**config.mk**
```make
export PLATFORM = sky130hd
export DESIGN_NAME = mipsCore
export DESIGN_NICKNAME = d
export VERILOG_FILES = /design/src/mipsIsaPkg.sv /design/src/pipePkg.sv /design/src/regFile.sv /design/src/instrDecode.sv /design/src/aluExecute.sv /design/src/writeResult.sv /design/src/mipsCore.sv
export SDC_FILE = /design/constraint.sdc
export NUM_CORES = 2
export LEC_CHECK = 0
export BUFFER_PORTS_ARGS = -buffer_cell sky130_fd_sc_hd__buf_2
export CAP_MARGIN = 20
export CORE_AREA = 4 4 339 341
export CTS_BUF_LIST = sky130_fd_sc_hd__clkbuf_2 sky130_fd_sc_hd__clkbuf_4 sky130_fd_sc_hd__clkbuf_8
export CTS_CLUSTER_DIAMETER = 40
export CTS_CLUSTER_SIZE = 30
export DETAILED_ROUTE_END_ITERATION = 10
export DIE_AREA = 0 0 343 345
export GPL_TIMING_DRIVEN = 0
export PLACE_DENSITY = 0.82
export SLEW_MARGIN = 10
export SYNTH_ARGS = -nofsm -noshare
export SYNTH_HDL_FRONTEND = slang
export SYNTH_SLANG_ARGS = --single-unit
export TNS_END_PERCENT = 1
```
**constraint.sdc**
```tcl
create_clock -name clk_i -period 6.35 [get_ports clk_i]
set_clock_uncertainty 0.15 [all_clocks]
set_input_delay 1.27 -clock clk_i [delete_from_list [all_inputs] [get_ports clk_i]]
set_output_delay 1.27 -clock clk_i [all_outputs]
set_load 0.01 [all_outputs]
```
**src/mipsIsaPkg.sv**
```systemverilog
`default_nettype none

package mipsIsaPkg;

    // architectural sizes
    localparam int DataWidth = 32;
    localparam int RegCount = 32;

    // instruction field widths
    localparam int OpcodeWidth = 6;
    localparam int RegIdxWidth = 5;
    localparam int ShamtWidth = 5;
    localparam int FunctWidth = 6;
    localparam int ImmWidth = 16;

    typedef logic [DataWidth-1:0] word_t;
    typedef logic [RegIdxWidth-1:0] regIdx_t;

    typedef enum logic [OpcodeWidth-1:0] {
        OpSpecial = 6'h00,
        OpAddiu   = 6'h09,
        OpSlti    = 6'h0a,
        OpSltiu   = 6'h0b,
        OpAndi    = 6'h0c,
        OpOri     = 6'h0d,
        OpXori    = 6'h0e,
        OpLui     = 6'h0f
    } opcode_e;

    // special-function codes under opcode 0
    typedef enum logic [FunctWidth-1:0] {
        FnSll  = 6'h00,
        FnSrl  = 6'h02,
        FnSra  = 6'h03,
        FnAddu = 6'h21,
        FnSubu = 6'h23,
        FnAnd  = 6'h24,
        FnOr   = 6'h25,
        FnXor  = 6'h26,
        FnNor  = 6'h27,
        FnSlt  = 6'h2a,
        FnSltu = 6'h2b
    } funct_e;

endpackage

`default_nettype wire

```
**src/pipePkg.sv**
```systemverilog
`default_nettype none

package pipePkg;

    typedef enum logic [3:0] {
        AluAdd,
        AluSub,
        AluAnd,
        AluOr,
        AluXor,
        AluNor,
        AluSlt,
        AluSltu,
        AluSll,
        AluSrl,
        AluSra
    } aluOp_e;

    // decode register
    typedef struct packed {
        logic                                  valid;
        aluOp_e                                aluOp;
        mipsIsaPkg::regIdx_t                   srcA;
        mipsIsaPkg::regIdx_t                   srcB;
        mipsIsaPkg::regIdx_t                   dest;
        mipsIsaPkg::word_t                     opA;
        mipsIsaPkg::word_t                     opB;
        mipsIsaPkg::word_t                     imm;
        logic [mipsIsaPkg::ShamtWidth-1:0]     shamt;
        logic                                  useImm;
    } decoded_t;

    // execute and result registers
    typedef struct packed {
        logic                valid;
        mipsIsaPkg::regIdx_t dest;
        mipsIsaPkg::word_t   result;
    } execResult_t;

    typedef struct packed {
        mipsIsaPkg::regIdx_t dest;
        mipsIsaPkg::word_t   value;
    } resultBeat_t;

    typedef struct packed {
        logic                en;
        mipsIsaPkg::regIdx_t idx;
        mipsIsaPkg::word_t   data;
    } regWrite_t;

endpackage

`default_nettype wire

```
**src/regFile.sv**
```systemverilog
`timescale 1ns/1ps
`default_nettype none

module regFile (
    input  wire                       clk_i,
    input  wire                       arstN_i,
    input  wire mipsIsaPkg::regIdx_t  raddrA_i,
    input  wire mipsIsaPkg::regIdx_t  raddrB_i,
    output mipsIsaPkg::word_t         rdataA_o,
    output mipsIsaPkg::word_t         rdataB_o,
    input  wire pipePkg::regWrite_t   write_i
);

    mipsIsaPkg::word_t regs [mipsIsaPkg::RegCount];

    // write-through with r0 reading zero
    function automatic mipsIsaPkg::word_t readPort(
        input mipsIsaPkg::regIdx_t idx,
        input mipsIsaPkg::word_t   stored,
        input pipePkg::regWrite_t  wr
    );
        if (idx == '0) begin
            return '0;
        end
        if (wr.en && wr.idx == idx) begin
            return wr.data;
        end
        return stored;
    endfunction

    always_ff @(posedge clk_i or negedge arstN_i) begin
        if (!arstN_i) begin
            for (int i = 0; i < mipsIsaPkg::RegCount; i++) begin
                regs[i] <= '0;
            end
        end else if (write_i.en && write_i.idx != '0) begin
            regs[write_i.idx] <= write_i.data;
        end
    end

    assign rdataA_o = readPort(raddrA_i, regs[raddrA_i], write_i);
    assign rdataB_o = readPort(raddrB_i, regs[raddrB_i], write_i);

endmodule

`default_nettype wire

```
**src/instrDecode.sv**
```systemverilog
`timescale 1ns/1ps
`default_nettype none

module instrDecode (
    input  wire                       clk_i,
    input  wire                       arstN_i,
    input  wire                       advance_i,
    input  wire                       instrValid_i,
    input  wire mipsIsaPkg::word_t    instrWord_i,
    input  wire mipsIsaPkg::word_t    rdataA_i,
    input  wire mipsIsaPkg::word_t    rdataB_i,
    output mipsIsaPkg::regIdx_t       raddrA_o,
    output mipsIsaPkg::regIdx_t       raddrB_o,
    output pipePkg::decoded_t         decoded_o
);

    mipsIsaPkg::opcode_e                 opcode;
    mipsIsaPkg::funct_e                  funct;
    mipsIsaPkg::regIdx_t                 rs;
    mipsIsaPkg::regIdx_t                 rt;
    mipsIsaPkg::regIdx_t                 rd;
    logic [mipsIsaPkg::ShamtWidth-1:0]   shamt;
    logic [mipsIsaPkg::ImmWidth-1:0]     imm16;
    pipePkg::decoded_t                   decodeD;

    assign opcode = mipsIsaPkg::opcode_e'(instrWord_i[31:26]);
    assign rs     = instrWord_i[25:21];
    assign rt     = instrWord_i[20:16];
    assign rd     = instrWord_i[15:11];
    assign shamt  = instrWord_i[10:6];
    assign funct  = mipsIsaPkg::funct_e'(instrWord_i[5:0]);
    assign imm16  = instrWord_i[15:0];

    assign raddrA_o = rs;
    assign raddrB_o = rt;

    always_comb begin
        decodeD        = '0;
        decodeD.valid  = instrValid_i;
        decodeD.srcA   = rs;
        decodeD.srcB   = rt;
        decodeD.opA    = rdataA_i;
        decodeD.opB    = rdataB_i;
        decodeD.shamt  = shamt;
        decodeD.imm    = {{(mipsIsaPkg::DataWidth - mipsIsaPkg::ImmWidth){imm16[15]}}, imm16};
        decodeD.useImm = 1'b1;
        decodeD.dest   = rt;
        decodeD.aluOp  = pipePkg::AluAdd;
        case (opcode)
            mipsIsaPkg::OpSpecial: begin
                decodeD.useImm = 1'b0;
                decodeD.dest   = rd;
                case (funct)
                    mipsIsaPkg::FnSll:  decodeD.aluOp = pipePkg::AluSll;
                    mipsIsaPkg::FnSrl:  decodeD.aluOp = pipePkg::AluSrl;
                    mipsIsaPkg::FnSra:  decodeD.aluOp = pipePkg::AluSra;
                    mipsIsaPkg::FnAddu: decodeD.aluOp = pipePkg::AluAdd;
                    mipsIsaPkg::FnSubu: decodeD.aluOp = pipePkg::AluSub;
                    mipsIsaPkg::FnAnd:  decodeD.aluOp = pipePkg::AluAnd;
                    mipsIsaPkg::FnOr:   decodeD.aluOp = pipePkg::AluOr;
                    mipsIsaPkg::FnXor:  decodeD.aluOp = pipePkg::AluXor;
                    mipsIsaPkg::FnNor:  decodeD.aluOp = pipePkg::AluNor;
                    mipsIsaPkg::FnSlt:  decodeD.aluOp = pipePkg::AluSlt;
                    mipsIsaPkg::FnSltu: decodeD.aluOp = pipePkg::AluSltu;
                    default:            decodeD.dest  = '0;
                endcase
            end
            mipsIsaPkg::OpAddiu: decodeD.aluOp = pipePkg::AluAdd;
            mipsIsaPkg::OpSlti:  decodeD.aluOp = pipePkg::AluSlt;
            mipsIsaPkg::OpSltiu: decodeD.aluOp = pipePkg::AluSltu;
            // logical immediates are zero-extended
            mipsIsaPkg::OpAndi: begin
                decodeD.aluOp = pipePkg::AluAnd;
                decodeD.imm   = mipsIsaPkg::word_t'(imm16);
            end
            mipsIsaPkg::OpOri: begin
                decodeD.aluOp = pipePkg::AluOr;
                decodeD.imm   = mipsIsaPkg::word_t'(imm16);
            end
            mipsIsaPkg::OpXori: begin
                decodeD.aluOp = pipePkg::AluXor;
                decodeD.imm   = mipsIsaPkg::word_t'(imm16);
            end
            // lui is the immediate shifted left by 16
            mipsIsaPkg::OpLui: begin
                decodeD.aluOp = pipePkg::AluSll;
                decodeD.shamt = 5'd16;
            end
            default: decodeD.dest = '0;
        endcase
    end

    always_ff @(posedge clk_i or negedge arstN_i) begin
        if (!arstN_i) begin
            decoded_o <= '0;
        end else if (advance_i) begin
            decoded_o <= decodeD;
        end
    end

endmodule

`default_nettype wire

```
**src/aluExecute.sv**
```systemverilog
`timescale 1ns/1ps
`default_nettype none

module aluExecute (
    input  wire                        clk_i,
    input  wire                        arstN_i,
    input  wire                        advance_i,
    input  wire pipePkg::decoded_t     decoded_i,
    input  wire pipePkg::execResult_t  resultFwd_i,
    output pipePkg::execResult_t       exec_o
);

    mipsIsaPkg::word_t    opA;
    mipsIsaPkg::word_t    fwdB;
    mipsIsaPkg::word_t    opB;
    mipsIsaPkg::word_t    aluOut;
    pipePkg::execResult_t execD;

    // newest producer wins and r0 is never forwarded
    function automatic mipsIsaPkg::word_t resolveOperand(
        input mipsIsaPkg::regIdx_t  idx,
        input mipsIsaPkg::word_t    captured,
        input pipePkg::execResult_t execQ,
        input pipePkg::execResult_t resultQ
    );
        if (idx == '0) begin
            return '0;
        end
        if (execQ.valid && execQ.dest == idx) begin
            return execQ.result;
        end
        if (resultQ.valid && resultQ.dest == idx) begin
            return resultQ.result;
        end
        return captured;
    endfunction

    assign opA  = resolveOperand(decoded_i.srcA, decoded_i.opA, exec_o, resultFwd_i);
    assign fwdB = resolveOperand(decoded_i.srcB, decoded_i.opB, exec_o, resultFwd_i);
    assign opB  = decoded_i.useImm ? decoded_i.imm : fwdB;

    always_comb begin
        case (decoded_i.aluOp)
            pipePkg::AluAdd:  aluOut = opA + opB;
            pipePkg::AluSub:  aluOut = opA - opB;
            pipePkg::AluAnd:  aluOut = opA & opB;
            pipePkg::AluOr:   aluOut = opA | opB;
            pipePkg::AluXor:  aluOut = opA ^ opB;
            pipePkg::AluNor:  aluOut = ~(opA | opB);
            pipePkg::AluSlt:  aluOut = mipsIsaPkg::word_t'($signed(opA) < $signed(opB));
            pipePkg::AluSltu: aluOut = mipsIsaPkg::word_t'(opA < opB);
            // shifts act on operand B like rt in MIPS
            pipePkg::AluSll:  aluOut = opB << decoded_i.shamt;
            pipePkg::AluSrl:  aluOut = opB >> decoded_i.shamt;
            pipePkg::AluSra:  aluOut = $signed(opB) >>> decoded_i.shamt;
            default:          aluOut = '0;
        endcase
    end

    always_comb begin
        execD.valid  = decoded_i.valid;
        execD.dest   = decoded_i.dest;
        execD.result = aluOut;
    end

    always_ff @(posedge clk_i or negedge arstN_i) begin
        if (!arstN_i) begin
            exec_o <= '0;
        end else if (advance_i) begin
            exec_o <= execD;
        end
    end

endmodule

`default_nettype wire

```
**src/writeResult.sv**
```systemverilog
`timescale 1ns/1ps
`default_nettype none

module writeResult (
    input  wire                        clk_i,
    input  wire                        arstN_i,
    input  wire pipePkg::execResult_t  exec_i,
    input  wire                        resultReady_i,
    output logic                       advance_o,
    output pipePkg::regWrite_t         regWrite_o,
    output pipePkg::execResult_t       resultFwd_o,
    output logic                       resultValid_o,
    output pipePkg::resultBeat_t       result_o
);

    pipePkg::execResult_t resultQ;

    // whole pipe moves only when the output slot frees up
    assign advance_o = !resultQ.valid || resultReady_i;

    // register file is written on the edge that loads the result register
    always_comb begin
        regWrite_o.en   = exec_i.valid && advance_o;
        regWrite_o.idx  = exec_i.dest;
        regWrite_o.data = exec_i.result;
    end

    always_ff @(posedge clk_i or negedge arstN_i) begin
        if (!arstN_i) begin
            resultQ <= '0;
        end else if (advance_o) begin
            resultQ <= exec_i;
        end
    end

    assign resultFwd_o    = resultQ;
    assign resultValid_o  = resultQ.valid;
    assign result_o.dest  = resultQ.dest;
    assign result_o.value = resultQ.result;

endmodule

`default_nettype wire

```
**src/mipsCore.sv**
```systemverilog
`timescale 1ns/1ps
`default_nettype none

module mipsCore (
    input  wire                       clk_i,
    input  wire                       arstN_i,
    input  wire                       instrValid_i,
    input  wire mipsIsaPkg::word_t    instrWord_i,
    output logic                      instrReady_o,
    output logic                      resultValid_o,
    output pipePkg::resultBeat_t      result_o,
    input  wire                       resultReady_i
);

    logic                  advance;
    mipsIsaPkg::regIdx_t   raddrA;
    mipsIsaPkg::regIdx_t   raddrB;
    mipsIsaPkg::word_t     rdataA;
    mipsIsaPkg::word_t     rdataB;
    pipePkg::decoded_t     decoded;
    pipePkg::execResult_t  exec;
    pipePkg::execResult_t  resultFwd;
    pipePkg::regWrite_t    regWrite;

    assign instrReady_o = advance;

    regFile regFileInst (
        .clk_i    (clk_i),
        .arstN_i  (arstN_i),
        .raddrA_i (raddrA),
        .raddrB_i (raddrB),
        .rdataA_o (rdataA),
        .rdataB_o (rdataB),
        .write_i  (regWrite)
    );

    instrDecode instrDecodeInst (
        .clk_i        (clk_i),
        .arstN_i      (arstN_i),
        .advance_i    (advance),
        .instrValid_i (instrValid_i),
        .instrWord_i  (instrWord_i),
        .rdataA_i     (rdataA),
        .rdataB_i     (rdataB),
        .raddrA_o     (raddrA),
        .raddrB_o     (raddrB),
        .decoded_o    (decoded)
    );

    aluExecute aluExecuteInst (
        .clk_i       (clk_i),
        .arstN_i     (arstN_i),
        .advance_i   (advance),
        .decoded_i   (decoded),
        .resultFwd_i (resultFwd),
        .exec_o      (exec)
    );

    writeResult writeResultInst (
        .clk_i         (clk_i),
        .arstN_i       (arstN_i),
        .exec_i        (exec),
        .resultReady_i (resultReady_i),
        .advance_o     (advance),
        .regWrite_o    (regWrite),
        .resultFwd_o   (resultFwd),
        .resultValid_o (resultValid_o),
        .result_o      (result_o)
    );

endmodule

`default_nettype wire

```
==> results of run 1 <==
==> per-stage QoR <==
| stage | util [%] | setup TNS, ps |
|---|---|---|
| 3_5_place_dp | 68.4 | -20740 |
| 4_1_cts | 71.5 | -15.8 |
| 2_1_floorplan | - | 0 |
| 3_3_place_gp | 67.4 | - |
==> cells in the mapped netlist (102+ instances only) <==
library cell,count,share of area [%]
a21oi_1,215,1.5
a221oi_1,133,1.6
clkbuf_1,535,2.7
dfrtp_1,1207,41
inv_1,105,0.54
mux2_2,998,15
mux2i_1,224,3.1
mux4_2,565,17
nand2_1,445,2.3
nor2_1,341,1.7
nor3_1,102,0.70
o21ai_0,212,1.4
==> repair_timing <==
action,CTS
setup endpoints to repair,27
setup buffers,5
resized for setup,68
pin swaps,5
==> cell families after synthesis <==
kind of cell             Yosys count
buffers and inverters            766
XOR/XNOR                          39
flip-flops                      1207
AND/OR/NAND/NOR                 1117
adder cells (fa/ha/maj)           98
AO/OA/AOI/OAI                   1061
multiplexers                    1787
==> routing by layer <==
layer	GRT overflow	GRT usage (%)
met1	35	84.1
met2	249	93.2
met3	55	76.0
met4	236	80.6
met5	16	48.7
==> run metrics, run 1 <==
status aborted with a tool error; Fail Step 5_1_grt; Error [ERROR GRT-0116] Global routing finished with congestion. Check the congestion regions in the DRC Viewer.; GRT Util Overall 83.5%; Compound-Gate Fraction of Synth Area approximately 10%; FFs w/ async S/R, synth 100%; dpl cells roughly 7700; DPL Wire Length 277000 um; PortBufs 66; post-synthesis cell type count 86; synthesized flop and latch total 1207; Horiz. Die Dim 343 um; mux cell area share after synthesis between 30% and 40%; IO Count 75; Clock Sinks between 1000 and 1500; vias in the first global route 84071; Ys Warns 0; EDFF count, synth 0; Synth Area in Adders 1.70%; first-pass GRT wire length 710000 um; Synth Area in Simple Gates 6.61%; hold_buf cts 0; DP Worst Slack -1620 ps; largest family of logic cells by synthesized area multiplexers; Net Count, Synth 6209; Initial Util 65.4%; htree depth 4; register area share after synthesis 41.3%; total CTS buffers 133; gpl congestion 1.16; die height 345 um; XOR/XNOR Fraction of Synth Area 0.467%; Area after DPL about 0.077 mm2; Mapped Cells 6075; pin count of the biggest net entering global routing about 170; CTS root buf clkbuf_8; CTS max path bufs 3; FP Rows 123; most common flop cell mapped by yosys dfrtp_1; Synth Cell Area 0.0732 mm2; synthesized area per cell 12.1 um2; total grt overflow 591
==> inputs of run 2 (changes only) <==
--- a/config.mk
+++ b/config.mk
@@ -7,14 +7,11 @@
 export LEC_CHECK = 0
 export BUFFER_PORTS_ARGS = -buffer_cell sky130_fd_sc_hd__buf_2
 export CAP_MARGIN = 20
-export CORE_AREA = 4 4 339 341
-export CTS_BUF_LIST = sky130_fd_sc_hd__clkbuf_2 sky130_fd_sc_hd__clkbuf_4 sky130_fd_sc_hd__clkbuf_8
-export CTS_CLUSTER_DIAMETER = 40
-export CTS_CLUSTER_SIZE = 30
+export CORE_AREA = 4 4 433 435
 export DETAILED_ROUTE_END_ITERATION = 10
-export DIE_AREA = 0 0 343 345
+export DIE_AREA = 0 0 437 439
 export GPL_TIMING_DRIVEN = 0
-export PLACE_DENSITY = 0.82
+export PLACE_DENSITY_LB_ADDON = 0.15
 export SLEW_MARGIN = 10
 export SYNTH_ARGS = -nofsm -noshare
 export SYNTH_HDL_FRONTEND = slang
==> run metrics, run 2 <==
status finished with violations; failing checks negative setup slack; vias per cell ~6.7; Worst setup SP type register; gpl congestion 1.08; worst-path fanout max 10; Pwr Density ~350 mW/mm2; cell-by-cell trace of the critical path xnor2_2, and2_1, clkbuf_2, buf_4, nand3_1, a311oi_4, or2_4, inv_1, ha_1, clkbuf_1, nand4b_1, a2111oi_2, o21ai_1, a21oi_2, nor2_1, o21ai_0, o221ai_1, a221oi_2, a21oi_1; total grt overflow 0; core box area between 0.15 and 0.2 mm2; synth top area cells dfrtp_1 41%, mux4_2 17%, mux2_2 15%, mux2i_1 3.1%, clkbuf_1 2.7%; top flop regs regFileInst.regs (1024), instrDecodeInst.decoded_o (107), aluExecuteInst.exec_o (38); initial antenna violation count 22; final instance area 0.0841 mm2; DPL Wire Length approximately 280000 um; critical path class reg -> reg; Net count, final 6570; total power 29.6 mW; Slowest cell on crit path a311oi_4; total wire length 377000 um; IO Count 75; sum of negative setup slack -788 ps; DP Worst Slack -1380 ps; post-route ant nets 0; WL/cell 41.7 um; Slew @ Worst Pin about 1400 ps; FFs w/ async S/R, synth 100%; worst hold slack 207 ps; setup ws final -257 ps; CP endpoint kind register; post-synth top area share between 40% and 50%; DRT iter0 DRCs 7245; most common flop cell mapped by yosys dfrtp_1; commonest cells in the netlist 1207 x dfrtp_1, 998 x mux2_2, 565 x mux4_2; Max Slew Vio Count 0; CTS tree done; area grow syn2layout 14.9%; final cell count without fillers 9025; Final Hold Vio Count 0; DRC viols 0; count leader, synth dfrtp_1; Horiz. Die Dim 437 um; total CTS buffers 142; die area between 0.15 and 0.2 mm2; Mapped Cells 6075; Final Cycle Share 104%; Area after DPL 0.0784 mm2; Clock Sinks approximately 1200; Final Critical Period 6610 ps; EDFF count, synth 0; GRT Util Overall just under 40%; die height 439 um; pin count of the biggest net entering global routing 154; share of layout cells above drive strength 1 roughly a third; Fmax approximately 150 MHz; CP Buf/Inv Count 4; CP delay by family, top compound AO/OA/AOI/OAI gates; htree depth 4; largest reg by FF count regFileInst.regs; RSZ-0062 raised after global routing true; detailed-router iteration count before antenna repair 6; Synth Cell Area roughly 0.073 mm2; FP Rows 157; synthesized flop and latch total 1207; synthesized area per cell approximately 12 um2; post-synthesis cell type count 86; dpl cells approximately 8700; via count 60397; first-pass GRT wire length 511000 um; worst hold path class in -> async; CTS root buf clkbuf_16; MaxCap Viol Count 0; register area share after synthesis 41.3%; final setup fails 7; Ys Warns 0; Max-slew headroom 8.59%; crit path DAT 7120 ps; clk_lat worst skew a little over 800 ps; Net Count, Synth 6209; most frequent cells in the layout 1206 x dfrtp_1, 998 x mux2_2, 565 x mux4_2; hold_buf cts 0; dominant cell type by area after synthesis dfrtp_1; Initial Util approximately two fifths; commonest non-fill, non-tap cell in the layout dfrtp_1; max reg flops approximately 1000; Worst-path clk slew about 60 ps; leakage 37.0 nW; PortBufs 66; Critical Path RT 6860 ps; vias in the first global route 59532; Util after Layout 46.0%; CTS max path bufs 3; worst stage delay on the critical path 650 ps; Peak VDD IR 294 uV
## run 2: final timing paths
path | start | end | slack [ps] | cells after the start
worst max-delay path | instrDecodeInst.decoded_o[107] | aluExecuteInst.exec_o[25] | -260 | 19
worst min-delay path | arstN_i | regFileInst.regs[605] | 210 | 1
worst max register to register | instrDecodeInst.decoded_o[107] | aluExecuteInst.exec_o[25] | -260 | 19
worst min register to register | instrDecodeInst.decoded_o[20] | instrDecodeInst.decoded_o[20] | 310 | 2
max in group asynchronous | arstN_i | regFileInst.regs[908] | 3350 | 4
min in group clk_i | instrDecodeInst.decoded_o[20] | instrDecodeInst.decoded_o[20] | 310 | 2
## run 2: cells by family (layout without fill, tap and decap cells)
logic type	after synthesis	after routing	synth area share, %
and+or+nand+nor	1117	1117	6.61
buffers and inverters	766	1232	4.06
other	0	20	0
muxes	1787	1787	35.8
xor gates and xnor gates	39	39	0.467
DFF	1207	1207	41.3
adders and majority gates	98	98	1.70
AOI/OAI and AO/OA	1061	1061	10.1
## run 2: final cells by class
| class | instances | area [um2] |
|---|---|---|
| clock buffers | 211 | 4080 |
| plain buffers | 647 | 2630 |
| well taps | 2464 | 3080 |
| repair buffers | 221 | 2370 |
| fillers | 16992 | 99000 |
| diodes | 20 | 50.0 |
| multi-input cells | 4102 | 40600 |
| inverters | 115 | 443 |
| clock inverters | 38 | 673 |
| flip-flops and latches | 1207 | 30200 |
## run 2: per-layer routing
metal	vias to the layer above	part of all wire [%]	global-route usage (%)
met1	31826	36	46.0
met3	1125	9.0	10.4
li1	23817	-	-
met4	8	9.3	28.7
met5	-	0.041	0.479
met2	3621	45	60.4
## run 2: report_power, final
part	switching [mW]	internal, mW	total, mW
clock	3.67	4.87	8.54
sequential	1.03	8.62	9.64
combinational	8.04	3.33	11.4
total	12.7	16.8	29.6
## run 2: worst reg2reg max path: cells and delay by family (launching register included)
kind,cells,cell delay [ps]
AND/OR/NAND/NOR,5,1130
AO/OA/AOI/OAI,8,3000
XOR/XNOR,1,340
flip-flops,1,450
buffers and inverters,4,1020
adder cells (fa/ha/maj),1,360
## run 2: what timing repair did
item,CTS,global route
gates resized for setup,69,60
pin swaps,15,11
setup endpoints to repair,28,25
buffers inserted,13,10
Power figures use the tool's default switching activity.
